<file path="src/logic/video_regs_pkg.sv">
// --------------------------------------------------------------------------
// video register package
// CPU register addresses, bus widths, the pixel shade type and the
// packed set of LCD settings that the register block hands out
// --------------------------------------------------------------------------

package video_regs_pkg;

	// cpu bus and vram widths
	typedef logic [7:0]  reg_addr_t;
	typedef logic [7:0]  reg_data_t;
	typedef logic [12:0] vram_addr_t;

	// two bit monochrome shade after the palette
	typedef logic [1:0] shade_t;

	// register map, low byte of the io address
	localparam reg_addr_t REG_LCDC = 8'h40;
	localparam reg_addr_t REG_STAT = 8'h41;
	localparam reg_addr_t REG_SCY  = 8'h42;
	localparam reg_addr_t REG_SCX  = 8'h43;
	localparam reg_addr_t REG_LY   = 8'h44;
	localparam reg_addr_t REG_LYC  = 8'h45;
	localparam reg_addr_t REG_BGP  = 8'h47;

	// settings used by the timing, interrupt and pixel blocks, 40 bits
	typedef struct packed {
		// lcdc bits 7, 3, 4 and 0
		logic       lcd_on;
		logic       bg_map_sel;
		logic       tile_data_sel;
		logic       bg_ena;
		// stat interrupt enables, stat bits 6..3
		logic [3:0] stat_sel;
		reg_data_t  scy;
		reg_data_t  scx;
		reg_data_t  lyc;
		// palette, two bits per colour index
		reg_data_t  bgp;
	} lcd_regs_t;

endpackage

</file>
<file path="src/logic/video_timing_pkg.sv">
// --------------------------------------------------------------------------
// video timing package
// line and frame constants of the LCD raster, the counter types, the
// display mode encoding and the packed raster position
// --------------------------------------------------------------------------

package video_timing_pkg;

	// raster geometry in clk_reg cycles and lines
	localparam int LINE_CYCLES   = 456;
	localparam int FRAME_LINES   = 154;
	localparam int VISIBLE_LINES = 144;
	localparam int SCREEN_W      = 160;

	// mode 2 is a fixed 80 cycle window at the start of every line
	localparam int OAM_LEN = 80;

	// mode 3 length for tile aligned scroll
	localparam int MODE3_BASE = 176;
	// one more fetch slot when scx bits 2..0 are non-zero
	localparam int FINE_EXTRA = 8;

	// horizontal counter, 0..455
	typedef logic [8:0] hcnt_t;

	// line number, 0..153
	typedef logic [7:0] line_t;

	// display mode as seen in STAT bits 1..0
	typedef enum logic [1:0] {
		MODE_HBLANK = 2'd0,
		MODE_VBLANK = 2'd1,
		MODE_OAM    = 2'd2,
		MODE_XFER   = 2'd3
	} lcd_mode_t;

	// current raster position, 17 bits
	typedef struct packed {
		hcnt_t h_cnt;
		line_t ly;
	} line_pos_t;

endpackage

</file>
<file path="src/logic/bg_pixel_pipe.sv">
// --------------------------------------------------------------------------
// background pixel pipeline
// fetches map entries and both tile planes from VRAM in 8 cycle slots,
// shifts the tiles out, drops the fine scroll pixels, applies BGP and
// strobes one shade per pixel to the LCD
// --------------------------------------------------------------------------

`timescale 1ns/1ps

module bg_pixel_pipe
	import video_timing_pkg::*, video_regs_pkg::*;
#(
	parameter int SCREEN_W_P = SCREEN_W
) (
	input  logic       clk_reg,
	input  logic       reset,
	input  lcd_regs_t  regs,
	input  line_pos_t  pos,
	input  lcd_mode_t  mode,
	input  reg_data_t  vram_data,
	output logic       vram_rd,
	output vram_addr_t vram_addr,
	output logic       lcd_clkena,
	output shade_t     lcd_data
);

	localparam int    PIX_W   = $clog2(SCREEN_W_P + 1);
	localparam hcnt_t H_LATCH = hcnt_t'(OAM_LEN - 2);

	line_t            scy_r;
	line_t            bg_line;
	logic [4:0]       map_col;
	reg_data_t        tile_idx;
	reg_data_t        plane_lo;
	reg_data_t        plane_hi;
	reg_data_t        shift_lo;
	reg_data_t        shift_hi;
	logic             shift_live;
	logic [2:0]       skip_cnt;
	logic [PIX_W-1:0] pix_cnt;
	logic             fetch;
	logic [2:0]       phase;
	logic             tile_a12;
	logic [1:0]       bg_pix;
	logic             emit;

	assign fetch = (mode == MODE_XFER);
	// mode 3 starts at h_cnt 80, so the low counter bits are the slot phase
	assign phase = pos.h_cnt[2:0];

	// background row for this line
	assign bg_line = pos.ly + scy_r;

	// signed tile numbers put tiles 0..127 at 1000 and up
	assign tile_a12 = regs.tile_data_sel ? 1'b0 : ~tile_idx[7];

	// colour index leaving the shifters, high plane is bit 1
	assign bg_pix = {shift_hi[7], shift_lo[7]};

	assign emit = fetch && shift_live && (skip_cnt == 3'd0) &&
		(pix_cnt != PIX_W'(SCREEN_W_P));

	// --------------------------------------------------------------------------
	// vram access
	// --------------------------------------------------------------------------

	// phases 0-1 map, 2-3 low plane, 4-5 high plane, 6-7 shifter load
	assign vram_rd = fetch && (phase[2:1] != 2'b11);

	always_comb begin
		case (phase[2:1])
			2'b01:   vram_addr = {tile_a12, tile_idx, bg_line[2:0], 1'b0};
			2'b10:   vram_addr = {tile_a12, tile_idx, bg_line[2:0], 1'b1};
			// map at 1800 or 1c00, 32 entries per row
			default: vram_addr = {2'b11, regs.bg_map_sel, bg_line[7:3], map_col};
		endcase
	end

	// --------------------------------------------------------------------------
	// fetch and shift datapath
	// --------------------------------------------------------------------------

	always_ff @(posedge clk_reg) begin
		// scroll is frozen for the whole line
		if (pos.h_cnt == H_LATCH) begin
			scy_r   <= regs.scy;
			map_col <= regs.scx[7:3];
		end else if (fetch && (phase == 3'd7)) begin
			// next map column, wraps at 32
			map_col <= map_col + 5'd1;
		end

		// vram data arrives one cycle after the address, take it on odd phases
		if (fetch) begin
			case (phase)
				3'd1:    tile_idx <= vram_data;
				3'd3:    plane_lo <= vram_data;
				3'd5:    plane_hi <= vram_data;
				default: ;
			endcase
		end

		// tile of this slot shifts out during the next one
		if (fetch && (phase == 3'd7)) begin
			shift_lo <= plane_lo;
			shift_hi <= plane_hi;
		end else begin
			shift_lo <= {shift_lo[6:0], 1'b0};
			shift_hi <= {shift_hi[6:0], 1'b0};
		end

		// palette lookup, blank shade when the background is disabled
		if (emit)
			lcd_data <= regs.bg_ena ? regs.bgp[{bg_pix, 1'b0} +: 2] : 2'b00;
	end

	// --------------------------------------------------------------------------
	// pixel counting
	// --------------------------------------------------------------------------

	always_ff @(posedge clk_reg) begin
		if (reset) begin
			shift_live <= 1'b0;
			skip_cnt   <= '0;
			pix_cnt    <= '0;
			lcd_clkena <= 1'b0;
		end else begin
			lcd_clkena <= emit;
			if (pos.h_cnt == H_LATCH) begin
				shift_live <= 1'b0;
				// fine scroll pixels of the first tile are dropped
				skip_cnt   <= regs.scx[2:0];
				pix_cnt    <= '0;
			end else begin
				// live from the first shifter load until mode 3 ends
				shift_live <= fetch && (shift_live || (phase == 3'd7));
				if (fetch && shift_live && (skip_cnt != 3'd0))
					skip_cnt <= skip_cnt - 3'd1;
				if (emit)
					pix_cnt <= pix_cnt + 1'b1;
			end
		end
	end

endmodule

</file>
<file path="src/logic/video_irq.sv">
// --------------------------------------------------------------------------
// video interrupt unit
// registered one cycle pulses for the combined STAT interrupt and the
// vblank interrupt
// --------------------------------------------------------------------------

`timescale 1ns/1ps

module video_irq
	import video_timing_pkg::*, video_regs_pkg::*;
(
	input  logic      clk_reg,
	input  logic      reset,
	input  lcd_regs_t regs,
	input  line_pos_t pos,
	input  lcd_mode_t mode,
	input  logic      lyc_match,
	input  logic      lyc_written,
	output logic      irq,
	output logic      vblank_irq
);

	localparam hcnt_t H_LAST    = hcnt_t'(LINE_CYCLES - 1);
	localparam line_t V_LAST_VIS = line_t'(VISIBLE_LINES - 1);

	lcd_mode_t prev_mode;
	logic      line_start;
	logic      lyc_evt;
	logic      vbl_evt;
	logic      hbl_evt;
	logic      stat_evt;

	// h_cnt sits at 0 while the lcd is off, so every event needs lcd_on
	assign line_start = regs.lcd_on && (pos.h_cnt == '0);

	// stat bit 6, compare at line start or right after a LYC write
	assign lyc_evt = regs.stat_sel[3] && lyc_match &&
		(line_start || (regs.lcd_on && lyc_written && (pos.h_cnt != '0)));

	// last cycle of the last visible line
	assign vbl_evt = regs.lcd_on && (pos.h_cnt == H_LAST) && (pos.ly == V_LAST_VIS);

	// first hblank cycle after mode 3, never true on vblank lines
	assign hbl_evt = regs.lcd_on && (mode == MODE_HBLANK) && (prev_mode == MODE_XFER);

	// stat bits 5, 4 and 3 for oam, vblank and hblank
	assign stat_evt = lyc_evt ||
		(regs.stat_sel[2] && line_start) ||
		(regs.stat_sel[1] && vbl_evt) ||
		(regs.stat_sel[0] && hbl_evt);

	always_ff @(posedge clk_reg) begin
		if (reset) begin
			prev_mode  <= MODE_HBLANK;
			irq        <= 1'b0;
			vblank_irq <= 1'b0;
		end else begin
			prev_mode  <= mode;
			irq        <= stat_evt;
			vblank_irq <= vbl_evt;
		end
	end

endmodule

</file>
<file path="src/logic/video_regs.sv">
// --------------------------------------------------------------------------
// video register block
// write decode for LCDC, STAT, SCY, SCX, LYC and BGP, the LY to LYC
// compare and the combinational CPU read mux with STAT composition
// --------------------------------------------------------------------------

`timescale 1ns/1ps

module video_regs
	import video_timing_pkg::*, video_regs_pkg::*;
(
	input  logic      clk_reg,
	input  logic      reset,
	input  logic      cpu_sel_reg,
	input  logic      cpu_wr,
	input  reg_addr_t cpu_addr,
	input  reg_data_t cpu_di,
	input  line_pos_t pos,
	input  lcd_mode_t mode,
	output lcd_regs_t regs,
	output logic      lyc_match,
	output logic      lyc_written,
	output reg_data_t cpu_do
);

	// palette after reset maps colour 0 to white and the rest to black
	localparam reg_data_t BGP_INIT = 8'hfc;

	reg_data_t  lcdc;
	logic [3:0] stat_sel;
	reg_data_t  scy;
	reg_data_t  scx;
	reg_data_t  lyc;
	reg_data_t  bgp;
	logic       wr_en;

	assign wr_en = cpu_sel_reg && cpu_wr;

	// --------------------------------------------------------------------------
	// register writes
	// --------------------------------------------------------------------------

	always_ff @(posedge clk_reg) begin
		if (reset) begin
			// display starts switched off
			lcdc        <= '0;
			stat_sel    <= '0;
			scy         <= '0;
			scx         <= '0;
			lyc         <= '0;
			bgp         <= BGP_INIT;
			lyc_written <= 1'b0;
		end else begin
			lyc_written <= 1'b0;
			if (wr_en) begin
				case (cpu_addr)
					REG_LCDC: lcdc <= cpu_di;
					// only the interrupt enables are writable
					REG_STAT: stat_sel <= cpu_di[6:3];
					REG_SCY:  scy <= cpu_di;
					REG_SCX:  scx <= cpu_di;
					REG_LYC: begin
						lyc         <= cpu_di;
						// lets the irq unit catch a match made by the write itself
						lyc_written <= 1'b1;
					end
					REG_BGP:  bgp <= cpu_di;
					// LY is read only, the rest is unmapped
					default: ;
				endcase
			end
		end
	end

	// settings handed to the other blocks
	assign regs.lcd_on        = lcdc[7];
	assign regs.bg_map_sel    = lcdc[3];
	assign regs.tile_data_sel = lcdc[4];
	assign regs.bg_ena        = lcdc[0];
	assign regs.stat_sel      = stat_sel;
	assign regs.scy           = scy;
	assign regs.scx           = scx;
	assign regs.lyc           = lyc;
	assign regs.bgp           = bgp;

	// line compare, live on every cycle
	assign lyc_match = (pos.ly == lyc);

	// --------------------------------------------------------------------------
	// read mux
	// --------------------------------------------------------------------------

	always_comb begin
		case (cpu_addr)
			REG_LCDC: cpu_do = lcdc;
			// bit 7 always reads as one
			REG_STAT: cpu_do = {1'b1, stat_sel, lyc_match, mode};
			REG_SCY:  cpu_do = scy;
			REG_SCX:  cpu_do = scx;
			REG_LY:   cpu_do = pos.ly;
			REG_LYC:  cpu_do = lyc;
			REG_BGP:  cpu_do = bgp;
			default:  cpu_do = 8'hff;
		endcase
	end

endmodule

</file>
<file path="src/logic/video_timing.sv">
// --------------------------------------------------------------------------
// video timing generator
// horizontal and vertical raster counters, the mode 3 length from the
// fine horizontal scroll and the decoded display mode
// --------------------------------------------------------------------------

`timescale 1ns/1ps

module video_timing
	import video_timing_pkg::*, video_regs_pkg::*;
(
	input  logic      clk_reg,
	input  logic      reset,
	input  lcd_regs_t regs,
	output line_pos_t pos,
	output lcd_mode_t mode
);

	localparam hcnt_t H_LAST    = hcnt_t'(LINE_CYCLES - 1);
	localparam line_t V_LAST    = line_t'(FRAME_LINES - 1);
	localparam line_t V_VIS     = line_t'(VISIBLE_LINES);
	// scroll is sampled two cycles before mode 3
	localparam hcnt_t H_LATCH   = hcnt_t'(OAM_LEN - 2);
	localparam hcnt_t H_XFER    = hcnt_t'(OAM_LEN);
	localparam hcnt_t H_END     = hcnt_t'(OAM_LEN + MODE3_BASE);
	localparam hcnt_t H_END_FIN = hcnt_t'(OAM_LEN + MODE3_BASE + FINE_EXTRA);

	logic [2:0] fine_r;
	hcnt_t      xfer_end;

	// --------------------------------------------------------------------------
	// raster counters
	// --------------------------------------------------------------------------

	always_ff @(posedge clk_reg) begin
		// lcd off parks the raster at the top left corner
		if (reset || !regs.lcd_on) begin
			pos    <= '0;
			fine_r <= '0;
		end else begin
			if (pos.h_cnt == H_LATCH)
				fine_r <= regs.scx[2:0];
			if (pos.h_cnt != H_LAST) begin
				pos.h_cnt <= pos.h_cnt + 1'b1;
			end else begin
				pos.h_cnt <= '0;
				// wrap to line 0 after the last vblank line
				pos.ly    <= (pos.ly == V_LAST) ? '0 : pos.ly + 1'b1;
			end
		end
	end

	// unaligned scroll costs one more fetch slot
	assign xfer_end = (fine_r != 3'd0) ? H_END_FIN : H_END;

	// --------------------------------------------------------------------------
	// mode decode
	// --------------------------------------------------------------------------

	always_comb begin
		if (!regs.lcd_on)
			mode = MODE_HBLANK;
		else if (pos.ly >= V_VIS)
			mode = MODE_VBLANK;
		else if (pos.h_cnt < H_XFER)
			mode = MODE_OAM;
		else if (pos.h_cnt < xfer_end)
			mode = MODE_XFER;
		else
			mode = MODE_HBLANK;
	end

endmodule

</file>
<file path="src/logic/video_top.sv">
// --------------------------------------------------------------------------
// video top level
// background LCD controller built from the register block, the raster
// timing generator, the interrupt unit and the background pixel pipeline
// --------------------------------------------------------------------------

`timescale 1ns/1ps

module video_top
	import video_timing_pkg::*, video_regs_pkg::*;
#(
	parameter int SCREEN_W_P = SCREEN_W
) (
	input  logic       clk_reg,
	input  logic       reset,
	// cpu register port
	input  logic       cpu_sel_reg,
	input  logic       cpu_wr,
	input  reg_addr_t  cpu_addr,
	input  reg_data_t  cpu_di,
	output reg_data_t  cpu_do,
	// lcd side
	output logic       lcd_on,
	output logic       lcd_clkena,
	output shade_t     lcd_data,
	output logic       irq,
	output logic       vblank_irq,
	// vram side
	output lcd_mode_t  mode,
	output logic       vram_rd,
	output vram_addr_t vram_addr,
	input  reg_data_t  vram_data
);

	lcd_regs_t regs;
	line_pos_t pos;
	logic      lyc_match;
	logic      lyc_written;

	assign lcd_on = regs.lcd_on;

	// cpu visible registers
	video_regs u_regs (
		.clk_reg     (clk_reg),
		.reset       (reset),
		.cpu_sel_reg (cpu_sel_reg),
		.cpu_wr      (cpu_wr),
		.cpu_addr    (cpu_addr),
		.cpu_di      (cpu_di),
		.pos         (pos),
		.mode        (mode),
		.regs        (regs),
		.lyc_match   (lyc_match),
		.lyc_written (lyc_written),
		.cpu_do      (cpu_do)
	);

	// line and frame counters
	video_timing u_timing (
		.clk_reg (clk_reg),
		.reset   (reset),
		.regs    (regs),
		.pos     (pos),
		.mode    (mode)
	);

	// stat and vblank interrupt pulses
	video_irq u_irq (
		.clk_reg     (clk_reg),
		.reset       (reset),
		.regs        (regs),
		.pos         (pos),
		.mode        (mode),
		.lyc_match   (lyc_match),
		.lyc_written (lyc_written),
		.irq         (irq),
		.vblank_irq  (vblank_irq)
	);

	// tile fetch and pixel output
	bg_pixel_pipe #(
		.SCREEN_W_P (SCREEN_W_P)
	) u_bg_pipe (
		.clk_reg    (clk_reg),
		.reset      (reset),
		.regs       (regs),
		.pos        (pos),
		.mode       (mode),
		.vram_data  (vram_data),
		.vram_rd    (vram_rd),
		.vram_addr  (vram_addr),
		.lcd_clkena (lcd_clkena),
		.lcd_data   (lcd_data)
	);

endmodule

</file>
<file path="config.mk">
export PLATFORM = sky130hd
export DESIGN_NAME = video_top
export DESIGN_NICKNAME = d
export VERILOG_FILES = /design/src/logic/video_regs_pkg.sv /design/src/logic/video_timing_pkg.sv /design/src/logic/bg_pixel_pipe.sv /design/src/logic/video_irq.sv /design/src/logic/video_regs.sv /design/src/logic/video_timing.sv /design/src/logic/video_top.sv
export SDC_FILE = /design/constraint.sdc
export NUM_CORES = 1
export LEC_CHECK = 0
export BUFFER_PORTS_ARGS = -buffer_cell sky130_fd_sc_hd__buf_2
export CORE_UTILIZATION = 50
export DETAILED_ROUTE_END_ITERATION = 8
export PLACE_DENSITY = 0.69
export SLEW_MARGIN = 20
export SYNTH_ARGS = -nofsm -noshare
export SYNTH_HDL_FRONTEND = slang
export SYNTH_SLANG_ARGS = --single-unit
</file>
<file path="constraint.sdc">
create_clock -name clk_reg -period 2.8 [get_ports clk_reg]
set_input_delay 0.56 -clock clk_reg [delete_from_list [all_inputs] [get_ports clk_reg]]
set_output_delay 0.56 -clock clk_reg [all_outputs]
set_load 0.01 [all_outputs]
</file>
==> flow_metrics.env, run 1 <==
export IMPL_status="finished, violations left"
export IMPL_violations="setup timing"
export IMPL_syn_area_per_cell_sq_um=10.2
export IMPL_maxSlewHeadroom_pct=52.5
export IMPL_clk_insertion_delay_late_ns=0.42
export IMPL_path_common_cell="a21o_1"
export IMPL_grt_pass1_wl_mm=25.0
export IMPL_initial_utilization_pct=51.4
export IMPL_ant_nets=0
export IMPL_drc=0
export IMPL_synth_top_area_cell="dfxtp_1"
export IMPL_timing_rr_end="u_bg_pipe.map_col[3]"
export IMPL_setup_tns_final_ns=-0.0446
export IMPL_hold_depth=1
export IMPL_power_per_cell_area_nw_per_um2=560
export IMPL_maxSlewViolCount=0
export IMPL_fillers=1095
export IMPL_pin_count=58
export IMPL_crit_fanout=2
export IMPL_startpoint_type="flip-flop"
export IMPL_multi_input_area_sq_um=3200
export IMPL_final_area_sq_um=7690
export IMPL_via_per_inst=5.65
export IMPL_drt_iter0_markers=252
export IMPL_grt_max_degree=29
export IMPL_ys_warnings_count=0
export IMPL_r2r_start="u_timing.pos[4]"
export IMPL_cts_root_buf="clkbuf_16"
export IMPL_period_share_pct=102
export IMPL_numPortBuffers=57
export IMPL_synth_nets=689
export IMPL_r2r_slack_ns=0.33
export IMPL_cp_cell_sequence="ha_1 > a21o_1 > a21o_1 > a21oi_2 > a2111oi_1 > or3_1 > buf_2"
export IMPL_cts_buffers=17
export IMPL_wl_per_cell_um=17.8
export IMPL_final_cell_count_no_fill=895
export IMPL_track_usage_pct=24.9
export IMPL_endpoint_kind="output port"
export IMPL_max_cap_violations=0
export IMPL_hp_class="primary input to flip-flop"
export IMPL_setup_violations=1
export IMPL_leakage_nw=3.00
export IMPL_p_total_mw=4.31
export IMPL_finalHoldViolations=0
export IMPL_fmax_mhz=352
export IMPL_setup_ws_ns=-0.0446
export IMPL_vias=5057
export IMPL_dpl_instance_area_sq_um=7030
export IMPL_clkTransAtPathRegs_ns=0.06
export IMPL_arrival_ns=2.28
export IMPL_synth_top_flop_cell="dfxtp_1"
export IMPL_synth_edf_count=39
export IMPL_first_pass_iters=5
export IMPL_skew_ns=0.0101
export IMPL_cts_hold_buf=0
export IMPL_synth_area_leaders="dfxtp_1 30%, edfxtp_1 18%, mux2i_1 7.9%, nor2_1 4.7%, ha_1 4.6%"
export IMPL_clock_path_buffers=2
export IMPL_ys_async_sr_fraction_pct=0
export IMPL_dp_cells=858
export IMPL_dp_slack_ns=0.266
export IMPL_synth_top_area_share_pct=30.2
export IMPL_tightestPinTransition_ns=0.705
export IMPL_drt_total_wl_mm=15.9
export IMPL_drive_gt1_share_pct=23.1
export IMPL_yosysSeqAreaShare_pct=48.3
export IMPL_area_delta_synth_final_pct=18.6
export IMPL_seq_area_sq_um=3140
export IMPL_htree_levels=4
export IMPL_grt_antenna_before_repair=0
export IMPL_clock_sinks=137
export IMPL_die_x_um=116
export IMPL_num_antenna_cells=0
export IMPL_tritoncts="built"
export IMPL_overflow=0
export IMPL_peakVddDrop_v=0.000466
export IMPL_post_synth_top_count_cell="dfxtp_1"
export IMPL_min_from="vram_data[4]"
export IMPL_finalNetCount=763
export IMPL_syn_inst=636
export IMPL_period_needed_ns=2.84
export IMPL_crit_type="flip-flop to output port"
export IMPL_yosysUniqueCellTypes=65
export IMPL_place_congestion=0.873
export IMPL_r2r_cells=7
export IMPL_hold_path_endpoint="u_bg_pipe.tile_idx[4]"
export IMPL_ys_ff_latch=137
export IMPL_required_ns=2.24
export IMPL_grt_pass1_vias=4949
export IMPL_die_h_um=116
export IMPL_synth_commonest_cells="98 x dfxtp_1, 82 x nor2_1, 51 x mux2i_1, 51 x nand2_1, 39 x edfxtp_1"
export IMPL_grt_setup_unrepaired="true"
export IMPL_syn_area_sq_um=6490
export IMPL_critPathSlowestCell="edfxtp_1"
export IMPL_fp_dieArea_sq_um=13400
export IMPL_num_rows=41
export IMPL_post_dp_hpwl_mm=11.5
export IMPL_cp_slowest_stage_delay_ns=0.41
export IMPL_coreArea_sq_um=12600
==> how the worst max path moves through the flow <==
stage	startpoint	end	cells after the start
final	u_bg_pipe.scy_r[1]	vram_addr[9]	7
after global routing	u_bg_pipe.scy_r[1]	vram_addr[9]	8
after CTS	u_timing.pos[9]	vram_addr[7]	8
after detailed placement	u_bg_pipe.scy_r[0]	vram_addr[8]	8
after global placement	u_bg_pipe.scy_r[1]	vram_addr[9]	7
after floorplan	u_timing.pos[0]	vram_addr[8]	7
==> flip-flops by register name, indices dropped and copies added, names as in the netlist, 8 cells and up <==
name / cells
u_timing.pos: 17
u_bg_pipe.pix_cnt: 8
u_bg_pipe.plane_hi: 8
u_bg_pipe.plane_lo: 8
u_bg_pipe.scy_r: 8
u_bg_pipe.shift_hi: 8
u_bg_pipe.shift_lo: 8
u_bg_pipe.tile_idx: 8
u_regs.bgp: 8
u_regs.lcdc: 8
u_regs.lyc: 8
u_regs.scx: 8
u_regs.scy: 8
==> critical path, delay by kind of cell (launching register included) <==
family | cells | cell delay (ns)
compound gates | 4 | 0.67
fa+ha+maj | 1 | 0.29
buf+inv | 1 | 0.15
flops | 1 | 0.41
simple gates | 1 | 0.35
==> placed cells by master, fill, tap and decap left out, drive strengths merged, types with 18 or more instances in the layout <==
cell	count
a21oi	28
buf	86
clkbuf	20
dfxtp	98
edfxtp	39
ha	24
inv	20
mux2	20
mux2i	51
nand2	51
nand3	18
nor2	83
o21ai	33
xnor2	25
==> report_power, final <==
| part | leakage [nW] | switching (mW) | internal, mW | total [mW] |
|---|---|---|---|---|
| Clock | 0.277 | 0.858 | 1.30 | 2.16 |
| Sequential | 1.11 | 0.000498 | 2.03 | 2.03 |
| Combinational | 1.62 | 0.0739 | 0.0363 | 0.110 |
==> metal layers <==
| metal | track usage, % | part of all wire (%) | vias to the layer above |
|---|---|---|---|
| met5 | 0 | 0 | - |
| met4 | 11.9 | 3.3 | 0 |
| met3 | 7.01 | 6.2 | 44 |
| met2 | 40.0 | 47 | 196 |
| met1 | 31.1 | 43 | 2412 |
| li1 | - | - | 2405 |
==> repair_timing <==
item | CTS | global route
pin swaps | 4 | 3
setup buffers | 3 | 2
resized for setup | 8 | 12
setup endpoints to repair | 4 | 5
==> layout make-up <==
| type | count | share of cell area (%) |
|---|---|---|
| clock buffers | 20 | 6.08 |
| flip-flops and latches | 137 | 40.8 |
| multi-input cells | 451 | 41.5 |
| clock inverters | 12 | 1.45 |
| repair buffers | 86 | 6.54 |
| inverters | 17 | 0.829 |
| well taps | 172 | 2.80 |
==> kinds of logic after synthesis <==
group	after synthesis	share of synthesized area, %
and+or+nand+nor	224	17.6
DFF	137	48.3
AOI/OAI and AO/OA	94	9.06
muxes	74	12.4
buffers and inverters	48	3.20
xor gates and xnor gates	34	4.59
adders and majority gates	25	4.94
==> through the flow <==
step | hold slack [ns] | util (%)
3_3_place_gp | 0.441 | 55.7
2_1_floorplan | 0.425 | -
5_1_grt | 0.342 | 61.0
4_1_cts | 0.344 | 60.6
6_report | 0.349 | 61.0
3_5_place_dp | 0.446 | 55.7
Power figures use the tool's default switching activity.
==> run 2: changes to the inputs <==
- SYNTH_HIERARCHICAL: not set -> 1
- TNS_END_PERCENT: not set -> 1
==> flow_metrics.env, run 2 <==
export IMPL_status="finished, violations left"
export IMPL_violations="setup timing"
export IMPL_synth_commonest_cells="98 x dfxtp_1, 89 x nor2_1, 49 x mux2i_1, 39 x edfxtp_1, 37 x nand2_1"
export IMPL_clkTransAtPathRegs_ns=0.06
export IMPL_fillers=1074
export IMPL_place_congestion=0.958
export IMPL_fmax_mhz=344
export IMPL_regMostFlops="u_timing/pos"
export IMPL_ys_async_sr_fraction_pct=0
export IMPL_tightestPinTransition_ns=0.587
export IMPL_wl_per_cell_um=19.3
export IMPL_setup_violations=3
export IMPL_die_h_um=117
export IMPL_setup_ws_ns=-0.111
export IMPL_crit_fanout=4
export IMPL_grt_max_degree=58
export IMPL_leakage_nw=3.21
export IMPL_grt_antenna_before_repair=0
export IMPL_synth_nets=694
export IMPL_pin_count=58
export IMPL_largest_reg_flops=17
export IMPL_cts_hold_buf=0
export IMPL_via_per_inst=5.79
export IMPL_setup_tns_final_ns=-0.303
export IMPL_numPortBuffers=57
export IMPL_first_pass_iters=6
export IMPL_track_usage_pct=26.5
export IMPL_period_needed_ns=2.91
export IMPL_synth_top_area_cell="dfxtp_1"
export IMPL_seq_area_sq_um=3140
export IMPL_arrival_ns=2.35
export IMPL_yosysSeqAreaShare_pct=47.0
export IMPL_ant_nets=0
export IMPL_vias=5342
export IMPL_post_dp_hpwl_mm=12.8
export IMPL_drt_total_wl_mm=17.8
export IMPL_clk_insertion_delay_late_ns=0.42
export IMPL_power_per_cell_area_nw_per_um2=542
export IMPL_synth_area_leaders="dfxtp_1 29%, edfxtp_1 18%, mux2i_1 7.4%, nor2_1 5.0%, ha_1 3.8%"
export IMPL_clock_sinks=137
export IMPL_drc=0
export IMPL_critPathSlowestCell="or4_4"
export IMPL_finalHoldViolations=0
export IMPL_drive_gt1_share_pct=26.4
export IMPL_maxSlewHeadroom_pct=60.9
export IMPL_cts_buffers=17
export IMPL_num_antenna_cells=0
export IMPL_syn_area_per_cell_sq_um=10.3
export IMPL_crit_buf_inv=1
export IMPL_post_synth_top_count_cell="dfxtp_1"
export IMPL_cp_cell_sequence="or4_4 > o31ai_4 > nand2_2 > o21ai_4 > mux4_2 > a211o_1 > buf_2"
export IMPL_grt_setup_unrepaired="true"
export IMPL_overflow=0
export IMPL_synth_edf_count=39
export IMPL_yosysUniqueCellTypes=81
export IMPL_multi_input_area_sq_um=3410
export IMPL_initial_utilization_pct=52.0
export IMPL_grt_pass1_vias=5219
export IMPL_synth_top_area_share_pct=29.4
export IMPL_maxSlewViolCount=0
export IMPL_num_rows=41
export IMPL_mostFrequentLayoutCells="95 x dfxtp_1, 85 x nor2_1, 57 x buf_2"
export IMPL_coreArea_sq_um=12800
export IMPL_startpoint_type="flip-flop"
export IMPL_ys_warnings_count=6
export IMPL_cp_top_family="simple AND/OR/NAND/NOR gates"
export IMPL_syn_area_sq_um=6670
export IMPL_required_ns=2.24
export IMPL_drt_iter0_markers=483
export IMPL_grt_pass1_wl_mm=28.1
export IMPL_syn_inst=645
export IMPL_dpl_instance_area_sq_um=7320
export IMPL_ys_ff_latch=137
export IMPL_period_share_pct=104
export IMPL_crit_type="flip-flop to output port"
export IMPL_synth_top_flop_cell="dfxtp_1"
export IMPL_skew_ns=0.00680
export IMPL_tritoncts="built"
export IMPL_max_cap_violations=0
export IMPL_die_x_um=117
export IMPL_peakVddDrop_v=0.000440
export IMPL_final_area_sq_um=8040
export IMPL_fp_dieArea_sq_um=13800
export IMPL_finalNetCount=787
export IMPL_htree_levels=4
export IMPL_final_common_cell="dfxtp_1"
export IMPL_hp_class="primary input to flip-flop"
export IMPL_cp_slowest_stage_delay_ns=0.54
export IMPL_endpoint_kind="output port"
export IMPL_area_delta_synth_final_pct=20.6
export IMPL_cts_root_buf="clkbuf_16"
export IMPL_clock_path_buffers=2
run 2: cell count changes after synthesis, moves of 9 or more:
cell and change:
clkbuf_1 -9, o21ai_0 -15, nor3_1 +17, nor2b_1 +9, nand2_1 -14
run 2: final cells by class:
| type | count | area share [%] |
|---|---|---|
| sequential | 137 | 39.0 |
| timing repair buffer | 99 | 7.67 |
| clock inverter | 13 | 1.77 |
| clock buffer | 19 | 5.51 |
| inverter | 21 | 0.980 |
| tap | 172 | 2.68 |
| multi-input combinational | 462 | 42.4 |
run 2: kinds of logic (layout without fill, tap and decap cells):
logic type      Yosys count  count (layout)  share of synthesized area (%)
compound gates           90              90                           9.48
xor+xnor                 32              32                           4.20
fa+ha+maj                21              21                           4.05
buf+inv                  46             152                           3.49
flops                   137             137                           47.0
mux                      69              69                           11.4
simple gates            250             250                           20.4
run 2: layer usage:
| layer | vias to the layer above | GRT usage (%) | wire, um |
|---|---|---|---|
| met3 | 25 | 5.62 | 982 |
| met5 | - | 0 | 0 |
| met4 | 0 | 9.38 | 321 |
| met2 | 168 | 41.4 | 8410 |
| met1 | 2606 | 36.2 | 8090 |
| li1 | 2543 | - | - |
run 2: final timing paths:
kind | startpoint | end | slack, ns | cells past startpoint
worst min register to register | u_bg_pipe/shift_hi[0] | u_bg_pipe/shift_hi[1] | 0.46 | 1
worst max register to register | u_timing/pos[12] | u_bg_pipe/shift_hi[2] | 0.19 | 9
worst min-delay path | vram_data[4] | u_bg_pipe/plane_lo[4] | 0.36 | 1
worst max-delay path | u_timing/pos[12] | cpu_do[0] | -0.11 | 7
run 2: through the flow:
step / util, % / hold WS (ns) / worst slack (ns) / power (mW) / instances
after CTS: 62.4 / 0.336 / -0.133 / 4.39 / 922
final: 62.7 / 0.357 / -0.111 / 4.36 / 923
after global routing: 62.7 / 0.341 / -0.188 / 4.50 / 923
after floorplan: - / 0.420 / 0.00549 / 2.14 / 645
after global placement: 57.1 / 0.437 / 0.0382 / 2.19 / 884
after detailed placement: 57.1 / 0.446 / 0.0111 / 2.19 / 884
run 2: report_power, final:
group	internal [mW]	switching (mW)	leakage (nW)
Clock	1.34	0.865	0.285
Sequential	2.03	0.000491	1.11
Combinational	0.0374	0.0810	1.82
Total	3.41	0.947	3.21
run 2: what timing repair did:
| item | in CTS | in global routing |
|---|---|---|
| pin swaps | 7 | 4 |
| buffers inserted | 6 | 1 |
| setup endpoints to repair | 20 | 10 |
| gates resized for setup | 14 | 11 |
==> run 3: changes to the inputs <==
- CORE_UTILIZATION: 50 -> 57
- PLACE_DENSITY: 0.69 -> 0.77
==> flow_metrics.env, run 3 (synthesis gave the netlist of run 2 again) <==
export IMPL_status="finished, violations left"
export IMPL_violations="setup timing"
export IMPL_setup_ws_ns=-0.140
export IMPL_clkTransAtPathRegs_ns=0.06
export IMPL_overflow=0
export IMPL_endpoint_kind="output port"
export IMPL_mostFrequentLayoutCells="96 x dfxtp_1, 87 x nor2_1, 57 x buf_2"
export IMPL_grt_pass1_wl_mm=27.2
export IMPL_maxSlewHeadroom_pct=61.2
export IMPL_hp_class="primary input to flip-flop"
export IMPL_switching_share_pct=22.4
export IMPL_grt_max_degree=59
export IMPL_via_per_inst=6.09
export IMPL_num_rows=39
export IMPL_clkPwrFrac_pct=49.3
export IMPL_leakage_nw=3.18
export IMPL_cp_slowest_stage_delay_ns=0.40
export IMPL_ant_nets=0
export IMPL_r2r_slack_ns=0.13
export IMPL_dpl_instance_area_sq_um=7280
export IMPL_required_ns=2.24
export IMPL_final_cell_count_no_fill=892
export IMPL_initial_utilization_pct=58.4
export IMPL_peakVddDrop_v=0.000691
export IMPL_period_needed_ns=2.94
export IMPL_fmax_mhz=340
export IMPL_p_sw_mw=0.954
export IMPL_cp_cell_sequence="ha_2 > inv_2 > fa_2 > nor2b_2 > o2111a_1 > or4_1 > a32o_1 > buf_2"
export IMPL_drive_gt1_share_pct=25.1
export IMPL_htree_levels=4
export IMPL_fp_dieArea_sq_um=12100
export IMPL_setup_violations=5
export IMPL_clock_path_buffers=2
export IMPL_numPortBuffers=57
export IMPL_track_usage_pct=30.7
export IMPL_grt_setup_unrepaired="true"
export IMPL_crit_fanout=2
export IMPL_seq_area_sq_um=3140
export IMPL_dp_cells=855
export IMPL_coreArea_sq_um=11400
export IMPL_die_h_um=110
export IMPL_wl_per_cell_um=19.8
export IMPL_crit_buf_inv=2
export IMPL_skew_ns=0.00722
export IMPL_clock_sinks=137
export IMPL_internal_power_mw=3.30
export IMPL_critPathSlowestCell="or4_1"
export IMPL_pwr_share_seq_pct=47.8
export IMPL_tritoncts="built"
export IMPL_final_common_cell="dfxtp_1"
export IMPL_drt_iter0_markers=586
export IMPL_drc=0
export IMPL_cp_top_family="compound AO/OA/AOI/OAI gates"
export IMPL_final_area_sq_um=7940
export IMPL_grt_antenna_before_repair=0
export IMPL_arrival_ns=2.38
export IMPL_clk_insertion_delay_late_ns=0.43
export IMPL_period_share_pct=105
export IMPL_startpoint_type="flip-flop"
export IMPL_cts_root_buf="clkbuf_16"
export IMPL_finalHoldViolations=0
export IMPL_largest_reg_flops=17
export IMPL_place_congestion=0.911
export IMPL_maxSlewViolCount=0
export IMPL_pin_count=58
export IMPL_max_cap_violations=0
export IMPL_p_comb_share_pct=2.8
export IMPL_grt_pass1_vias=5298
export IMPL_vias=5434
export IMPL_tightestPinTransition_ns=0.582
export IMPL_regMostFlops="u_timing/pos"
export IMPL_drt_total_wl_mm=17.7
export IMPL_first_pass_iters=5
export IMPL_crit_type="flip-flop to output port"
export IMPL_fillers=869
export IMPL_area_delta_synth_final_pct=19.1
export IMPL_num_antenna_cells=0
export IMPL_post_dp_hpwl_mm=12.5
export IMPL_finalNetCount=785
export IMPL_power_per_cell_area_nw_per_um2=535
export IMPL_die_x_um=110
export IMPL_cts_buffers=17
export IMPL_multi_input_area_sq_um=3400
-- run 3: cell types whose count changed in the layout (fill, tap and decap cells not counted), moves of 2 or more --
cell / previous run / this run
clkinv_1: 1 / 3
clkinv_2: 3 / 0
clkinvlp_4: 2 / 4
nor2_1: 85 / 87
-- run 3: path summary, 6_finish.rpt --
kind	depth (start not counted)	end	start
setup reg to reg	9	u_bg_pipe/shift_lo[3]	u_timing/pos[12]
hold reg to reg	1	u_bg_pipe/shift_lo[0]	u_bg_pipe/plane_lo[0]
setup / recovery	8	vram_addr[8]	u_bg_pipe/scy_r[0]
hold / removal	1	u_bg_pipe/plane_lo[4]	vram_data[4]
-- run 3: worst reg2reg max path, delay by kind of cell, from the launching register on --
| family | cells | cell delay, ns |
|---|---|---|
| AND/OR/NAND/NOR | 4 | 1.12 |
| AO/OA/AOI/OAI | 2 | 0.44 |
| flip-flops | 1 | 0.31 |
| buffers and inverters | 2 | 0.36 |
| multiplexers | 1 | 0.34 |
-- run 3: final cells by class --
cell class / count / area share (%)
multi-input combinational: 462 / 42.8
sequential: 137 / 39.5
timing repair buffer: 97 / 7.53
clock buffer: 19 / 5.45
tap: 143 / 2.25
clock inverter: 13 / 1.51
inverter: 21 / 0.993
-- run 3: repair_timing --
action,CTS,global route
cloned,0,0
buffers inserted,5,0
gates resized for setup,10,7
hold buffers,0,0
endpoints found under the setup margin,24,23
pin swaps,12,5
-- run 3: routing by layer --
layer | share of wire, % | track usage [%] | routed length [um]
met1 | 42 | 39.1 | 7440
met5 | 0 | 0 | 0
met3 | 7.3 | 8.00 | 1280
met2 | 47 | 47.1 | 8230
met4 | 3.9 | 18.3 | 691
-- run 3: per-stage QoR --
stage / utilization (%) / hold WS [ns] / setup TNS, ns / power [mW] / worst slack (ns)
floorplan: - / 0.420 / 0 / 2.14 / 0.00549
global placement: 63.8 / 0.423 / 0 / 2.19 / 0.122
detailed placement: 63.8 / 0.440 / 0 / 2.19 / 0.0609
CTS: 69.2 / 0.344 / -0.481 / 4.26 / -0.143
global route: 69.5 / 0.350 / -0.940 / 4.37 / -0.223
finish: 69.5 / 0.358 / -0.482 / 4.25 / -0.140
-- run 3: power groups by stage --
stage                     combinational [mW]  clock, mW  sequential [mW]
final                                  0.121       2.10             2.03
after detailed placement               0.117          0             2.08
after global placement                 0.115          0             2.08
after global routing                   0.129       2.21             2.03
after CTS                              0.118       2.11             2.03
after floorplan                       0.0628          0             2.08
